[config.mk]
export PLATFORM = sky130hd
export DESIGN_NAME = hazard_ctrl_top
export DESIGN_NICKNAME = d
export VERILOG_FILES = /design/src/hazard_pkg.sv /design/src/hazard_ctrl_top.sv /design/src/hazard_unit.sv /design/src/instr_classifier.sv /design/src/stage_tracker.sv
export VERILOG_INCLUDE_DIRS = /design/src
export SDC_FILE = /design/constraint.sdc
export NUM_CORES = 1
export LEC_CHECK = 0
export BUFFER_PORTS_ARGS = -buffer_cell sky130_fd_sc_hd__buf_4
export CAP_MARGIN = 20
export CORE_ASPECT_RATIO = 0.6
export CORE_UTILIZATION = 25
export CTS_CLUSTER_DIAMETER = 100
export DETAILED_ROUTE_END_ITERATION = 8
export PLACE_DENSITY = 0.53
export REMOVE_ABC_BUFFERS = 1
export SYNTH_ARGS = -nofsm -noshare
export SYNTH_HDL_FRONTEND = slang
export SYNTH_SLANG_ARGS = --single-unit
[constraint.sdc]
create_clock -name clk -period 4.4 [get_ports clk]
set_clock_uncertainty 0.15 [all_clocks]
set_input_delay 0.44 -clock clk [delete_from_list [all_inputs] [get_ports clk]]
set_output_delay 0.44 -clock clk [all_outputs]
set_load 0.005 [all_outputs]
[src/hazard_macros.svh]
`ifndef HAZARD_MACROS_SVH
`define HAZARD_MACROS_SVH

// datapath widths
`define ISA_WIDTH            32             // instruction and pc width
`define REG_FILE_ADDR_WIDTH  5              // 32 architectural registers

// pipeline stage registers, index into the control vector
`define STAGE_CNT            5              // if, id, ex, mem, wb
`define STAGE_IF             0              // fetch
`define STAGE_ID             1              // decode
`define STAGE_EX             2              // execute
`define STAGE_MEM            3              // data memory access
`define STAGE_WB             4              // write back

// last legal instruction address, byte addressed
`define PC_MAX_VALUE         32'h0000_3ffc  // top of the 16 KiB program space

// MIPS primary opcodes
`define OP_RTYPE             6'h00          // funct field selects the operation
`define OP_J                 6'h02          // jump
`define OP_JAL               6'h03          // jump and link
`define OP_BEQ               6'h04          // branch if equal
`define OP_BNE               6'h05          // branch if not equal
`define OP_ADDI              6'h08          // add immediate
`define OP_LW                6'h23          // load word
`define OP_SW                6'h2b          // store word

// MIPS funct codes
`define FUNCT_JR             6'h08          // jump register

`endif

[src/hazard_pkg.sv]
`default_nettype none

`include "hazard_macros.svh"

package hazard_pkg;

    typedef logic [`ISA_WIDTH-1:0]           isa_word_t;  // instruction word or pc
    typedef logic [`REG_FILE_ADDR_WIDTH-1:0] reg_idx_t;   // register file index

    // what a stage register does at the next rising edge
    typedef enum logic [1:0] {
        CTRL_RUN    = 2'd0,                 // load from the previous stage
        CTRL_STALL  = 2'd1,                 // hold current contents
        CTRL_BUBBLE = 2'd2,                 // load an empty entry
        CTRL_FLUSH  = 2'd3                  // clear
    } stage_ctrl_e;

    typedef stage_ctrl_e [`STAGE_CNT-1:0] stage_ctrl_vec_t;  // index 0 is if, 4 is wb

    typedef enum logic [1:0] {
        ST_IDLE      = 2'd0,                // one cycle after reset or upload
        ST_RUN       = 2'd1,                // normal issue, hazards handled here
        ST_INTERRUPT = 2'd2                 // pc overflow, waiting for upload
    } ctrl_state_e;

    typedef enum logic [1:0] {
        CPU_IDLE      = 2'd0,
        CPU_RUN       = 2'd1,
        CPU_HAZARD    = 2'd2,
        CPU_INTERRUPT = 2'd3
    } cpu_state_e;                          // shown by the display unit

    typedef enum logic [2:0] {
        ISSUE_NONE        = 3'd0,
        ISSUE_LOAD_USE    = 3'd1,           // id needs a load still in ex
        ISSUE_BRANCH_DEP  = 3'd2,           // branch needs a result in ex or mem
        ISSUE_PC_OVERFLOW = 3'd3            // fetch ran past the program
    } issue_e;

    typedef struct packed {
        logic     i_type;                   // addi, lw, sw, beq, bne
        logic     r_type;                   // opcode 0, nop excluded
        logic     j;
        logic     jr;
        logic     jal;
        logic     branch;                   // beq or bne
        logic     store;
        logic     mem_read;                 // load
        logic     reg_write;                // writes reg_dest_idx
        reg_idx_t reg_1_idx;                // rs
        reg_idx_t reg_2_idx;                // rt
        reg_idx_t reg_dest_idx;
    } instr_class_t;                        // 24 bits

    typedef struct packed {
        reg_idx_t reg_dest_idx;
        logic     reg_write;
        logic     mem_read;
    } stage_entry_t;                        // 7 bits, what hazard check needs

endpackage

`default_nettype wire

[src/hazard_ctrl_top.sv]
`timescale 1ns/100ps
`default_nettype none

module hazard_ctrl_top
    import hazard_pkg::*;
(
    input  wire             clk,
    input  wire             rst_n,          // synchronous, active low
    input  wire             uart_complete,  // upload done pulse
    input  isa_word_t       instr,          // fetched instruction
    input  isa_word_t       pc,             // its address
    output stage_ctrl_vec_t hazard_control, // per-stage codes, fetch obeys if
    output cpu_state_e      cpu_state,
    output issue_e          issue_type
);

    isa_word_t    id_instr;                 // if/id contents
    instr_class_t id_class;                 // decode of id_instr
    stage_entry_t ex_entry;
    stage_entry_t mem_entry;

    // decode of the instruction in id
    instr_classifier u_instr_classifier (
        .id_instr (id_instr),
        .id_class (id_class)
    );

    // pipeline registers carrying tracked fields forward
    stage_tracker u_stage_tracker (
        .clk            (clk),
        .rst_n          (rst_n),
        .instr          (instr),
        .id_class       (id_class),
        .hazard_control (hazard_control),   // fed back from the hazard unit
        .id_instr       (id_instr),
        .ex_entry       (ex_entry),
        .mem_entry      (mem_entry)
    );

    // hazard detection, interrupt fsm and status
    hazard_unit u_hazard_unit (
        .clk            (clk),
        .rst_n          (rst_n),
        .uart_complete  (uart_complete),
        .pc             (pc),
        .id_class       (id_class),
        .ex_entry       (ex_entry),
        .mem_entry      (mem_entry),
        .hazard_control (hazard_control),
        .cpu_state      (cpu_state),
        .issue_type     (issue_type)
    );

endmodule

`default_nettype wire

[src/hazard_unit.sv]
`timescale 1ns/100ps
`default_nettype none

`include "hazard_macros.svh"

module hazard_unit
    import hazard_pkg::*;
(
    input  wire             clk,
    input  wire             rst_n,
    input  wire             uart_complete,  // one-cycle pulse, program upload done
    input  isa_word_t       pc,             // address of the fetched word
    input  instr_class_t    id_class,       // instruction now in id
    input  stage_entry_t    ex_entry,       // instruction now in ex
    input  stage_entry_t    mem_entry,      // instruction now in mem
    output stage_ctrl_vec_t hazard_control, // one code per stage register
    output cpu_state_e      cpu_state,      // for the display unit
    output issue_e          issue_type      // hazard or interrupt cause
);

    ctrl_state_e state;
    ctrl_state_e state_nxt;
    logic        reg_1_valid;               // rs is really read
    logic        reg_2_valid;               // rt is really read
    logic        ex_conflict;
    logic        mem_conflict;
    logic        branch_dep;
    logic        load_use;
    logic        hazard;
    logic        pc_overflow;

    // source register matches a stage that will write it
    function automatic logic src_hit(
        input reg_idx_t     src,
        input logic         valid,
        input stage_entry_t entry
    );
        src_hit = valid && (src != '0) && entry.reg_write && (src == entry.reg_dest_idx);
    endfunction

    // same code on every stage
    function automatic stage_ctrl_vec_t all_codes(input stage_ctrl_e code);
        for (int i = 0; i < `STAGE_CNT; i++) begin
            all_codes[i] = code;
        end
    endfunction

    assign reg_1_valid = !(id_class.j || id_class.jal);  // jumps carry no rs
    assign reg_2_valid = id_class.r_type | id_class.store | id_class.branch;

    assign ex_conflict  = src_hit(id_class.reg_1_idx, reg_1_valid, ex_entry)
                        | src_hit(id_class.reg_2_idx, reg_2_valid, ex_entry);
    assign mem_conflict = src_hit(id_class.reg_1_idx, reg_1_valid, mem_entry)
                        | src_hit(id_class.reg_2_idx, reg_2_valid, mem_entry);

    // branch compares in id, so it waits for ex and mem results
    assign branch_dep  = id_class.branch & (ex_conflict | mem_conflict);
    assign load_use    = ex_entry.mem_read & ex_conflict;  // load data not ready yet
    assign hazard      = branch_dep | load_use;
    assign pc_overflow = (pc > `PC_MAX_VALUE);

    always_comb begin
        state_nxt = state;
        case (state)
            ST_IDLE:      state_nxt = ST_RUN;
            ST_RUN:       if (pc_overflow) state_nxt = ST_INTERRUPT;
            ST_INTERRUPT: if (uart_complete) state_nxt = ST_IDLE;  // restart after upload
            default:      state_nxt = ST_IDLE;
        endcase
    end

    always_ff @(posedge clk) begin
        if (!rst_n) begin
            state <= ST_IDLE;
        end else begin
            state <= state_nxt;
        end
    end

    // codes and status, valid in the same cycle
    always_comb begin
        hazard_control = all_codes(CTRL_FLUSH);
        cpu_state      = CPU_IDLE;
        issue_type     = ISSUE_NONE;
        case (state)
            ST_RUN: begin
                cpu_state = CPU_RUN;
                if (pc_overflow) begin
                    issue_type = ISSUE_PC_OVERFLOW;  // flush now, interrupt next edge
                end else if (hazard) begin
                    hazard_control                 = all_codes(CTRL_RUN);
                    hazard_control[`STAGE_IF]  = CTRL_STALL;   // refetch same word
                    hazard_control[`STAGE_ID]  = CTRL_STALL;   // keep dependent instruction
                    hazard_control[`STAGE_EX]  = CTRL_BUBBLE;  // insert a nop
                    hazard_control[`STAGE_MEM] = CTRL_RUN;     // older work drains
                    hazard_control[`STAGE_WB]  = CTRL_RUN;
                    cpu_state                      = CPU_HAZARD;
                    // branch wins when both apply
                    issue_type = branch_dep ? ISSUE_BRANCH_DEP : ISSUE_LOAD_USE;
                end else begin
                    hazard_control = all_codes(CTRL_RUN);
                end
            end
            ST_INTERRUPT: begin
                cpu_state  = CPU_INTERRUPT;     // all stages held empty
                issue_type = ISSUE_PC_OVERFLOW;
            end
            default: begin
                cpu_state  = CPU_IDLE;          // flush after reset or upload
                issue_type = ISSUE_NONE;
            end
        endcase
    end

endmodule

`default_nettype wire

[src/instr_classifier.sv]
`timescale 1ns/100ps
`default_nettype none

`include "hazard_macros.svh"

module instr_classifier
    import hazard_pkg::*;
(
    input  isa_word_t    id_instr,          // instruction held in if/id
    output instr_class_t id_class           // flags and register indices
);

    logic [5:0] opcode;                     // bits 31:26
    logic [5:0] funct;                      // bits 5:0, r-type only
    reg_idx_t   rs;
    reg_idx_t   rt;
    reg_idx_t   rd;
    logic       is_nop;                     // all-zero word
    logic       op_rtype;
    logic       op_jr;
    logic       op_addi;
    logic       op_lw;
    logic       op_sw;
    logic       op_beq;
    logic       op_bne;

    assign opcode = id_instr[31:26];
    assign rs     = id_instr[25:21];
    assign rt     = id_instr[20:16];
    assign rd     = id_instr[15:11];
    assign funct  = id_instr[5:0];
    assign is_nop = (id_instr == '0);       // sll $0,$0,0 treated as no-op

    assign op_rtype = (opcode == `OP_RTYPE) && !is_nop;
    assign op_jr    = op_rtype && (funct == `FUNCT_JR);
    assign op_addi  = (opcode == `OP_ADDI);
    assign op_lw    = (opcode == `OP_LW);
    assign op_sw    = (opcode == `OP_SW);
    assign op_beq   = (opcode == `OP_BEQ);
    assign op_bne   = (opcode == `OP_BNE);

    always_comb begin
        id_class           = '0;
        id_class.r_type    = op_rtype;
        id_class.jr        = op_jr;
        id_class.j         = (opcode == `OP_J);
        id_class.jal       = (opcode == `OP_JAL);
        id_class.branch    = op_beq | op_bne;
        id_class.store     = op_sw;
        id_class.mem_read  = op_lw;
        id_class.i_type    = op_addi | op_lw | op_sw | op_beq | op_bne;
        id_class.reg_1_idx = rs;            // validity is judged by hazard_unit
        id_class.reg_2_idx = rt;

        // destination and write enable per class
        if (op_rtype && !op_jr) begin
            id_class.reg_dest_idx = rd;
            id_class.reg_write    = 1'b1;
        end else if (op_addi || op_lw) begin
            id_class.reg_dest_idx = rt;     // i-type result goes to rt
            id_class.reg_write    = 1'b1;
        end else if (opcode == `OP_JAL) begin
            id_class.reg_dest_idx = 5'd31;  // link register ra
            id_class.reg_write    = 1'b1;
        end
    end

endmodule

`default_nettype wire

[src/stage_tracker.sv]
`timescale 1ns/100ps
`default_nettype none

`include "hazard_macros.svh"

module stage_tracker
    import hazard_pkg::*;
(
    input  wire             clk,
    input  wire             rst_n,
    input  isa_word_t       instr,          // fetched word from if
    input  instr_class_t    id_class,       // decode of id_instr
    input  stage_ctrl_vec_t hazard_control, // per-stage codes from hazard_unit
    output isa_word_t       id_instr,       // if/id register
    output stage_entry_t    ex_entry,       // id/ex register
    output stage_entry_t    mem_entry       // ex/mem register
);

    stage_entry_t id_entry;                 // id instruction reduced to tracked fields
    stage_ctrl_e  id_code;
    stage_ctrl_e  ex_code;
    stage_ctrl_e  mem_code;

    // next value of a tracked entry under its stage code
    function automatic stage_entry_t step_entry(
        input stage_ctrl_e  code,
        input stage_entry_t held,
        input stage_entry_t incoming
    );
        case (code)
            CTRL_RUN:   step_entry = incoming;
            CTRL_STALL: step_entry = held;
            default:    step_entry = '0;    // bubble or flush, no write, no read
        endcase
    endfunction

    assign id_code  = hazard_control[`STAGE_ID];
    assign ex_code  = hazard_control[`STAGE_EX];
    assign mem_code = hazard_control[`STAGE_MEM];

    always_comb begin
        id_entry              = '0;
        id_entry.reg_dest_idx = id_class.reg_dest_idx;
        id_entry.reg_write    = id_class.reg_write;
        id_entry.mem_read     = id_class.mem_read;
    end

    // if/id follows the id code
    always_ff @(posedge clk) begin
        if (!rst_n) begin
            id_instr <= '0;                 // empty slot decodes as nop
        end else begin
            case (id_code)
                CTRL_RUN:   id_instr <= instr;
                CTRL_STALL: id_instr <= id_instr;  // hold the waiting instruction
                default:    id_instr <= '0;
            endcase
        end
    end

    // id/ex and ex/mem follow the ex and mem codes
    always_ff @(posedge clk) begin
        if (!rst_n) begin
            ex_entry  <= '0;
            mem_entry <= '0;
        end else begin
            ex_entry  <= step_entry(ex_code, ex_entry, id_entry);
            mem_entry <= step_entry(mem_code, mem_entry, ex_entry);
        end
    end

endmodule

`default_nettype wire

======== Yosys cells after proc, flatten, opt, wreduce, memory -nomap -nowiden ========
Index checks and enable logic that the tools add are counted.
storage, ports and cells
  input bits .............................. 67
  register bits after elaboration ......... 47
operators by class
  bitwise gates (word level) .............. 9
  order comparisons ....................... 1
  reduce and logical (&&, ||, !) cells .... 27
  mux-type cells .......................... 22
  equality and inequality tests ........... 19
operator list
  kind                    number
  $pmux W32 S2            1
  $gt A32 B14 Y1 const B  1
  $logic_not A32 Y1       1
  $pmux W7 S2             2
  $eq A5 B5 Y1            4
  $mux W10                2
  $mux W5                 3
  $logic_and A1 B1 Y1     13
  $eq A6 B2 Y1 const B    2
  $eq A6 B3 Y1 const B    2
  $eq A6 B4 Y1 const B    2
  $eq A6 B6 Y1 const B    2
  $mux W2                 5
  $reduce_bool A5 Y1      2
  $eq A2 B1 Y1 const B    4
  $logic_not A2 Y1        4
  $or A1 B1 Y1            7
  $logic_not A6 Y1        1
  $mux W3                 2
  $mux W6                 1
  $pmux W2 S3             1
  $pmux W3 S2             1
  $pmux W2 S2             1
  $logic_not A1 Y1        3
  7 further kinds         11

======== Longest topological paths before layout ========
  word-level depth ........................ 17
  gate-level depth with buffers ........... 11
  mapped depth without buffers ............ 6

======== Hierarchy ========
A second synthesis with hierarchy kept.
unflattened totals
  cell total of the unflattened synthesis .. 289
  area total of the unflattened synthesis .. 2,685.1 µm²
by module, submodules not included
  module            cells an instance  instances  area an instance (µm²)
  stage_tracker     150                1          1,669.1
  hazard_unit       86                 1          645.6
  instr_classifier  53                 1          370.4

======== Least setup slack after synthesis ========
No wires, ideal clock.
  path kind ............................... flip-flop to output port
  start point ............................. register u_stage_tracker.id_instr[17]
  end point ............................... output hazard_control[2] in the netlist's numbering
  buffers on the path ..................... 4
  data required time ...................... 3,810 ps
  cell stages (with the launch flop) ...... 11
  slack ................................... 1,615 ps
  arrival ................................. 2,195 ps
  cell sequence ........................... dfxtp_1 or4_4 o21bai_2 and4b_4 o21a_1 buf_6 nor3_2 buf_6 buf_12 nand2_1 buf_4
RTL lines
  item                    line                   source
  start, declared         stage_tracker.sv:14    output isa_word_t id_instr,
  start signal, assigned  stage_tracker.sv:54    CTRL_RUN: id_instr <= instr;
  start signal, assigned  stage_tracker.sv:55    CTRL_STALL: id_instr <= id_instr;
  end, declared           hazard_ctrl_top.sv:12  output stage_ctrl_vec_t hazard_control,

======== Worst setup path after layout ========
  start point ............................. register u_stage_tracker.id_instr[21]
  end point ............................... output cpu_state[1]
on the way
  longest elaborated chain between the ends .. 15
RTL lines
  item                                    line                                  source
  $logic_not A32 Y1                       instr_classifier.sv:32                assign is_nop = (id_instr == '0);
  $logic_not A1 Y1                        instr_classifier.sv:34                assign op_rtype = (opcode == `OP_RTYPE) && !is_nop;
  $logic_and A1 B1 Y1                     instr_classifier.sv:34
  $or A1 B1 Y1 (2 in series)              hazard_unit.sv:49                     assign reg_2_valid = id_class.r_type | id_class.store | id_class.branch;
  $logic_and A1 B1 Y1 (3 in series)       hazard_unit.sv:38                     src_hit = valid && (src != '0) && entry.reg_write && (src == entry.reg_dest_idx);
  $or A1 B1 Y1, on equally long branches  hazard_unit.sv:52, hazard_unit.sv:54
  $or A1 B1 Y1                            hazard_unit.sv:57                     assign branch_dep = id_class.branch & (ex_conflict | mem_conflict);
  $and A1 B1 Y1                           hazard_unit.sv:57
  $or A1 B1 Y1 *                          hazard_unit.sv:59                     assign hazard = branch_dep | load_use;
  $mux W2 *                               hazard_unit.sv:90                     end else if (hazard) begin
  $mux W2 *                               hazard_unit.sv:88                     if (pc_overflow) begin
  $pmux W2 S2 *                           hazard_unit.sv:85                     case (state)
  end, declared                           hazard_ctrl_top.sv:13                 output cpu_state_e cpu_state,
Mark *: on every way between the ends. The rest lies on a longest branch, timed or not.

==> results.py <==
metrics = {
    "clock_network": {
        "cts.repair.resized": 0,
        "cts-buffers-inserted": 5,
        "cts-hold-fix-buffers": 0,
        "cts_setup_buffers": 0,
        "tritoncts": "yes",
        "htreeDepth": 2,
        "path_clk_slew_ns": 0.06,
        "cts_num_sinks": 47,
        "cts-root-buf": "clkbuf_16",
        "clock_path_buffers": 2,
        "clk_latency_ns": 0.29,
    },
    "global_route": {
        "grt_start_max_net_pins": 28,
        "grt_first_pass_wirelength_mm": 12.0,
        "grt_pass1_vias": 2270,
        "gr-total-overflow": 0,
        "antenna_found_initial": 0,
        "grt_usage_pct": 14.6,
    },
    "logic_synthesis": {
        "syn_area_per_cell_sq_um": 8.61,
        "synth_ff_type": "dfxtp_1",
        "ys_warn_count": 0,
        "synth.area.top_cells": "dfxtp_1 36%, mux2i_1 6.2%, nand2_1 5.8%, nand4_1 5.1%, o31ai_1 4.3%",
        "syn_area_sq_um": 2590,
        "synth_top_area_share_pct": 36.3,
        "synth_seq_cells": 47,
        "ys_async_sr_fraction_pct": 0,
        "synth_top_area_cell": "dfxtp_1",
        "ys_seq_area_share_pct": 36.3,
        "synth_enable_flop_cells": 0,
        "netlist-cell-type-count": 51,
        "synth_cells": 301,
    },
    "route": {
        "antenna_left": 0,
        "wl_per_cell_um": 15.0,
        "routed_wl_mm": 7.52,
        "drtPass1Iterations": 4,
        "drc": 0,
        "dr_total_vias": 2387,
        "drt_iter0_drc": 105,
        "via_per_inst": 4.77,
    },
    "setup_path": {
        "reg2reg_from": "u_stage_tracker.id_instr[17]$_SDFFE_PN0P_",
        "r2r_cells": 6,
        "setup.worst_path.end_class": "output pin",
        "r2r-end": "u_stage_tracker.ex_entry[6]$_SDFFE_PN0P_",
        "start_kind": "flop",
        "cp.required_ns": 3.81,
        "crit_arrival_ns": 2.90,
        "cp_max_fo": 17,
        "worstSetupPathType": "flop to output pin",
        "rrSetupSlack_ns": 1.47,
    },
    "pwr": {
        "leakage_nw": 1.57,
        "power.density_nw_per_um2": 281,
        "ir_drop_uv": 165,
        "p_total_w": 0.000959,
    },
    "timing": {
        "finalSetupViolCount": 0,
        "hold_viol_final": 0,
        "slew_headroom_pct": 43.6,
        "fin_crit_ns": 3.49,
        "setup_tns_ns": 0,
        "report.final.slew_viol_count": 0,
        "grt_setup_unrepaired": "false",
        "period_share_pct": 79.3,
        "fmax_mhz": 287,
        "worst_pin_slew_ns": 0.844,
    },
    "flow_run": {
        "cap_violations": 0,
    },
    "final_layout": {
        "diodes": 0,
        "syn_to_final_growth_pct": 31.6,
        "fin_nets": 434,
        "drive_above_1_share_pct": 27.9,
    },
    "floorplan": {
        "core_area_sq_um": 9950,
        "die_area_sq_um": 10800,
        "start_util_pct": 26.1,
        "ioPinCount": 82,
        "fp-row-count": 28,
        "die_w_um": 133,
        "die_h_um": 80.9,
    },
    "hold_path": {
        "hold_path_end": "u_stage_tracker.id_instr[15]$_SDFFE_PN0P_",
        "min_from": "instr[15]",
        "min_path_type": "primary input to flop",
        "hold_path_depth": 3,
    },
    "placed_design": {
        "io_buffers": 80,
        "hpwl_mm": 5.80,
        "gp_congestion": 0.817,
    },
    "run_status": {
        "status": "finished, final reports clean",
    },
}
==> power breakdown <==
group / internal [W] / switching (W)
clock: 0.000283 / 0.000165
sequential: 0.000428 / 0.00000152
combinational: 0.0000549 / 0.0000273
==> critical path: stages (launching register included) <==
cell	delay, ns
dfxtp_1	0.48
xor2_1	0.11
nor4_1	0.35
nand3_1	0.25
a211oi_4	0.80
nor3_4	0.06
buf_4	0.26
o21ai_1	0.17
buf_4	0.12
==> sequential cells by signal, indices dropped and copies added (netlist names) <==
register / flops
u_hazard_unit.state: 2
u_stage_tracker.mem_entry: 6
u_stage_tracker.id_instr: 32
u_stage_tracker.ex_entry: 7
==> placed cells by master, fill, tap and decap left out, types with 2 or more instances in the layout <==
cell,n
buf_4,82
dfxtp_1,47
nand2_1,40
nand4_1,21
a21oi_1,19
mux2i_1,16
o31ai_1,15
nor4_1,14
xor2_1,12
nor2_1,9
and2_1,9
xnor2_1,8
nor3_1,7
o22ai_1,6
clkbuf_16,5
inv_1,3
or4_1,3
nor2b_1,3
o21a_1,3
nand3_1,3
and3_1,3
o21ai_1,3
o21ai_0,3
ha_1,3
or2_2,2
==> cell families (layout without fill, tap and decap cells) <==
family                     after synthesis  after routing  synth area share [%]
DFF                                     47             47                  36.3
xor gates and xnor gates                20             20                  6.76
adders and majority gates                3              3                  1.45
muxes                                   16             16                  6.18
and+or+nand+nor                        123            123                  25.9
other                                    1              1                 0.145
AOI/OAI and AO/OA                       61             61                  16.2
buffers and inverters                   30             94                  7.09
==> cell usage after synthesis (all sizes together) (2+ instances only) <==
cell and n:
dfxtp 47, nand2 40, nand4 22, a21oi 19
buf 18, mux2i 16, o31ai 15, nor4 14
xor2 12, and2 9, clkbuf 9, nor2 9
nor3 8, xnor2 8, o21ai 7, o22ai 6
or4 4, and3 3, ha 3, inv 3
nand3 3, nor2b 3, o21a 3, o21bai 2
or2 2
==> how the worst max path moves through the flow <==
stage	cells after the start	to	start	slack (ns)
detailed placement	8	hazard_control[2]	u_stage_tracker.id_instr[17]$_SDFFE_PN0P_	1.28
floorplan	6	hazard_control[0]	u_stage_tracker.id_instr[17]$_SDFFE_PN0P_	0.97
finish	8	cpu_state[1]	u_stage_tracker.id_instr[21]$_SDFFE_PN0P_	0.91
global route	8	hazard_control[5]	u_stage_tracker.id_instr[17]$_SDFFE_PN0P_	0.79
CTS	8	hazard_control[2]	u_stage_tracker.id_instr[17]$_SDFFE_PN0P_	0.95
global placement	6	u_stage_tracker.id_instr[28]$_SDFFE_PN0P_	pc[14]	1.17
==> routing by layer <==
layer	global-route usage [%]	routed length [um]
met5	0	0
met4	3.75	23
met3	4.31	597
met2	19.8	2910
met1	21.8	3990
==> area by class of cell <==
cell class | count | area [sq um]
repair buffers | 83 | 643
clock buffers | 6 | 139
well taps | 135 | 169
clock inverters | 2 | 35.0
fillers | 1048 | 6540
flip-flops and latches | 47 | 941
multi-input cells | 224 | 1470
inverters | 3 | 11.3
==> stage by stage <==
step / hold WS, ns / setup WS, ns / utilization (%) / std cells / instance area [sq um]
floorplan: 0.285 / 0.970 / - / 274 / 2420
global placement: 0.295 / 1.17 / 32.3 / 491 / 3210
detailed placement: 0.305 / 1.28 / 32.5 / 492 / 3240
CTS: 0.245 / 0.952 / 34.3 / 500 / 3410
global route: 0.255 / 0.790 / 34.3 / 500 / 3410
finish: 0.250 / 0.912 / 34.3 / 500 / 3410
Power figures use the tool's default switching activity.
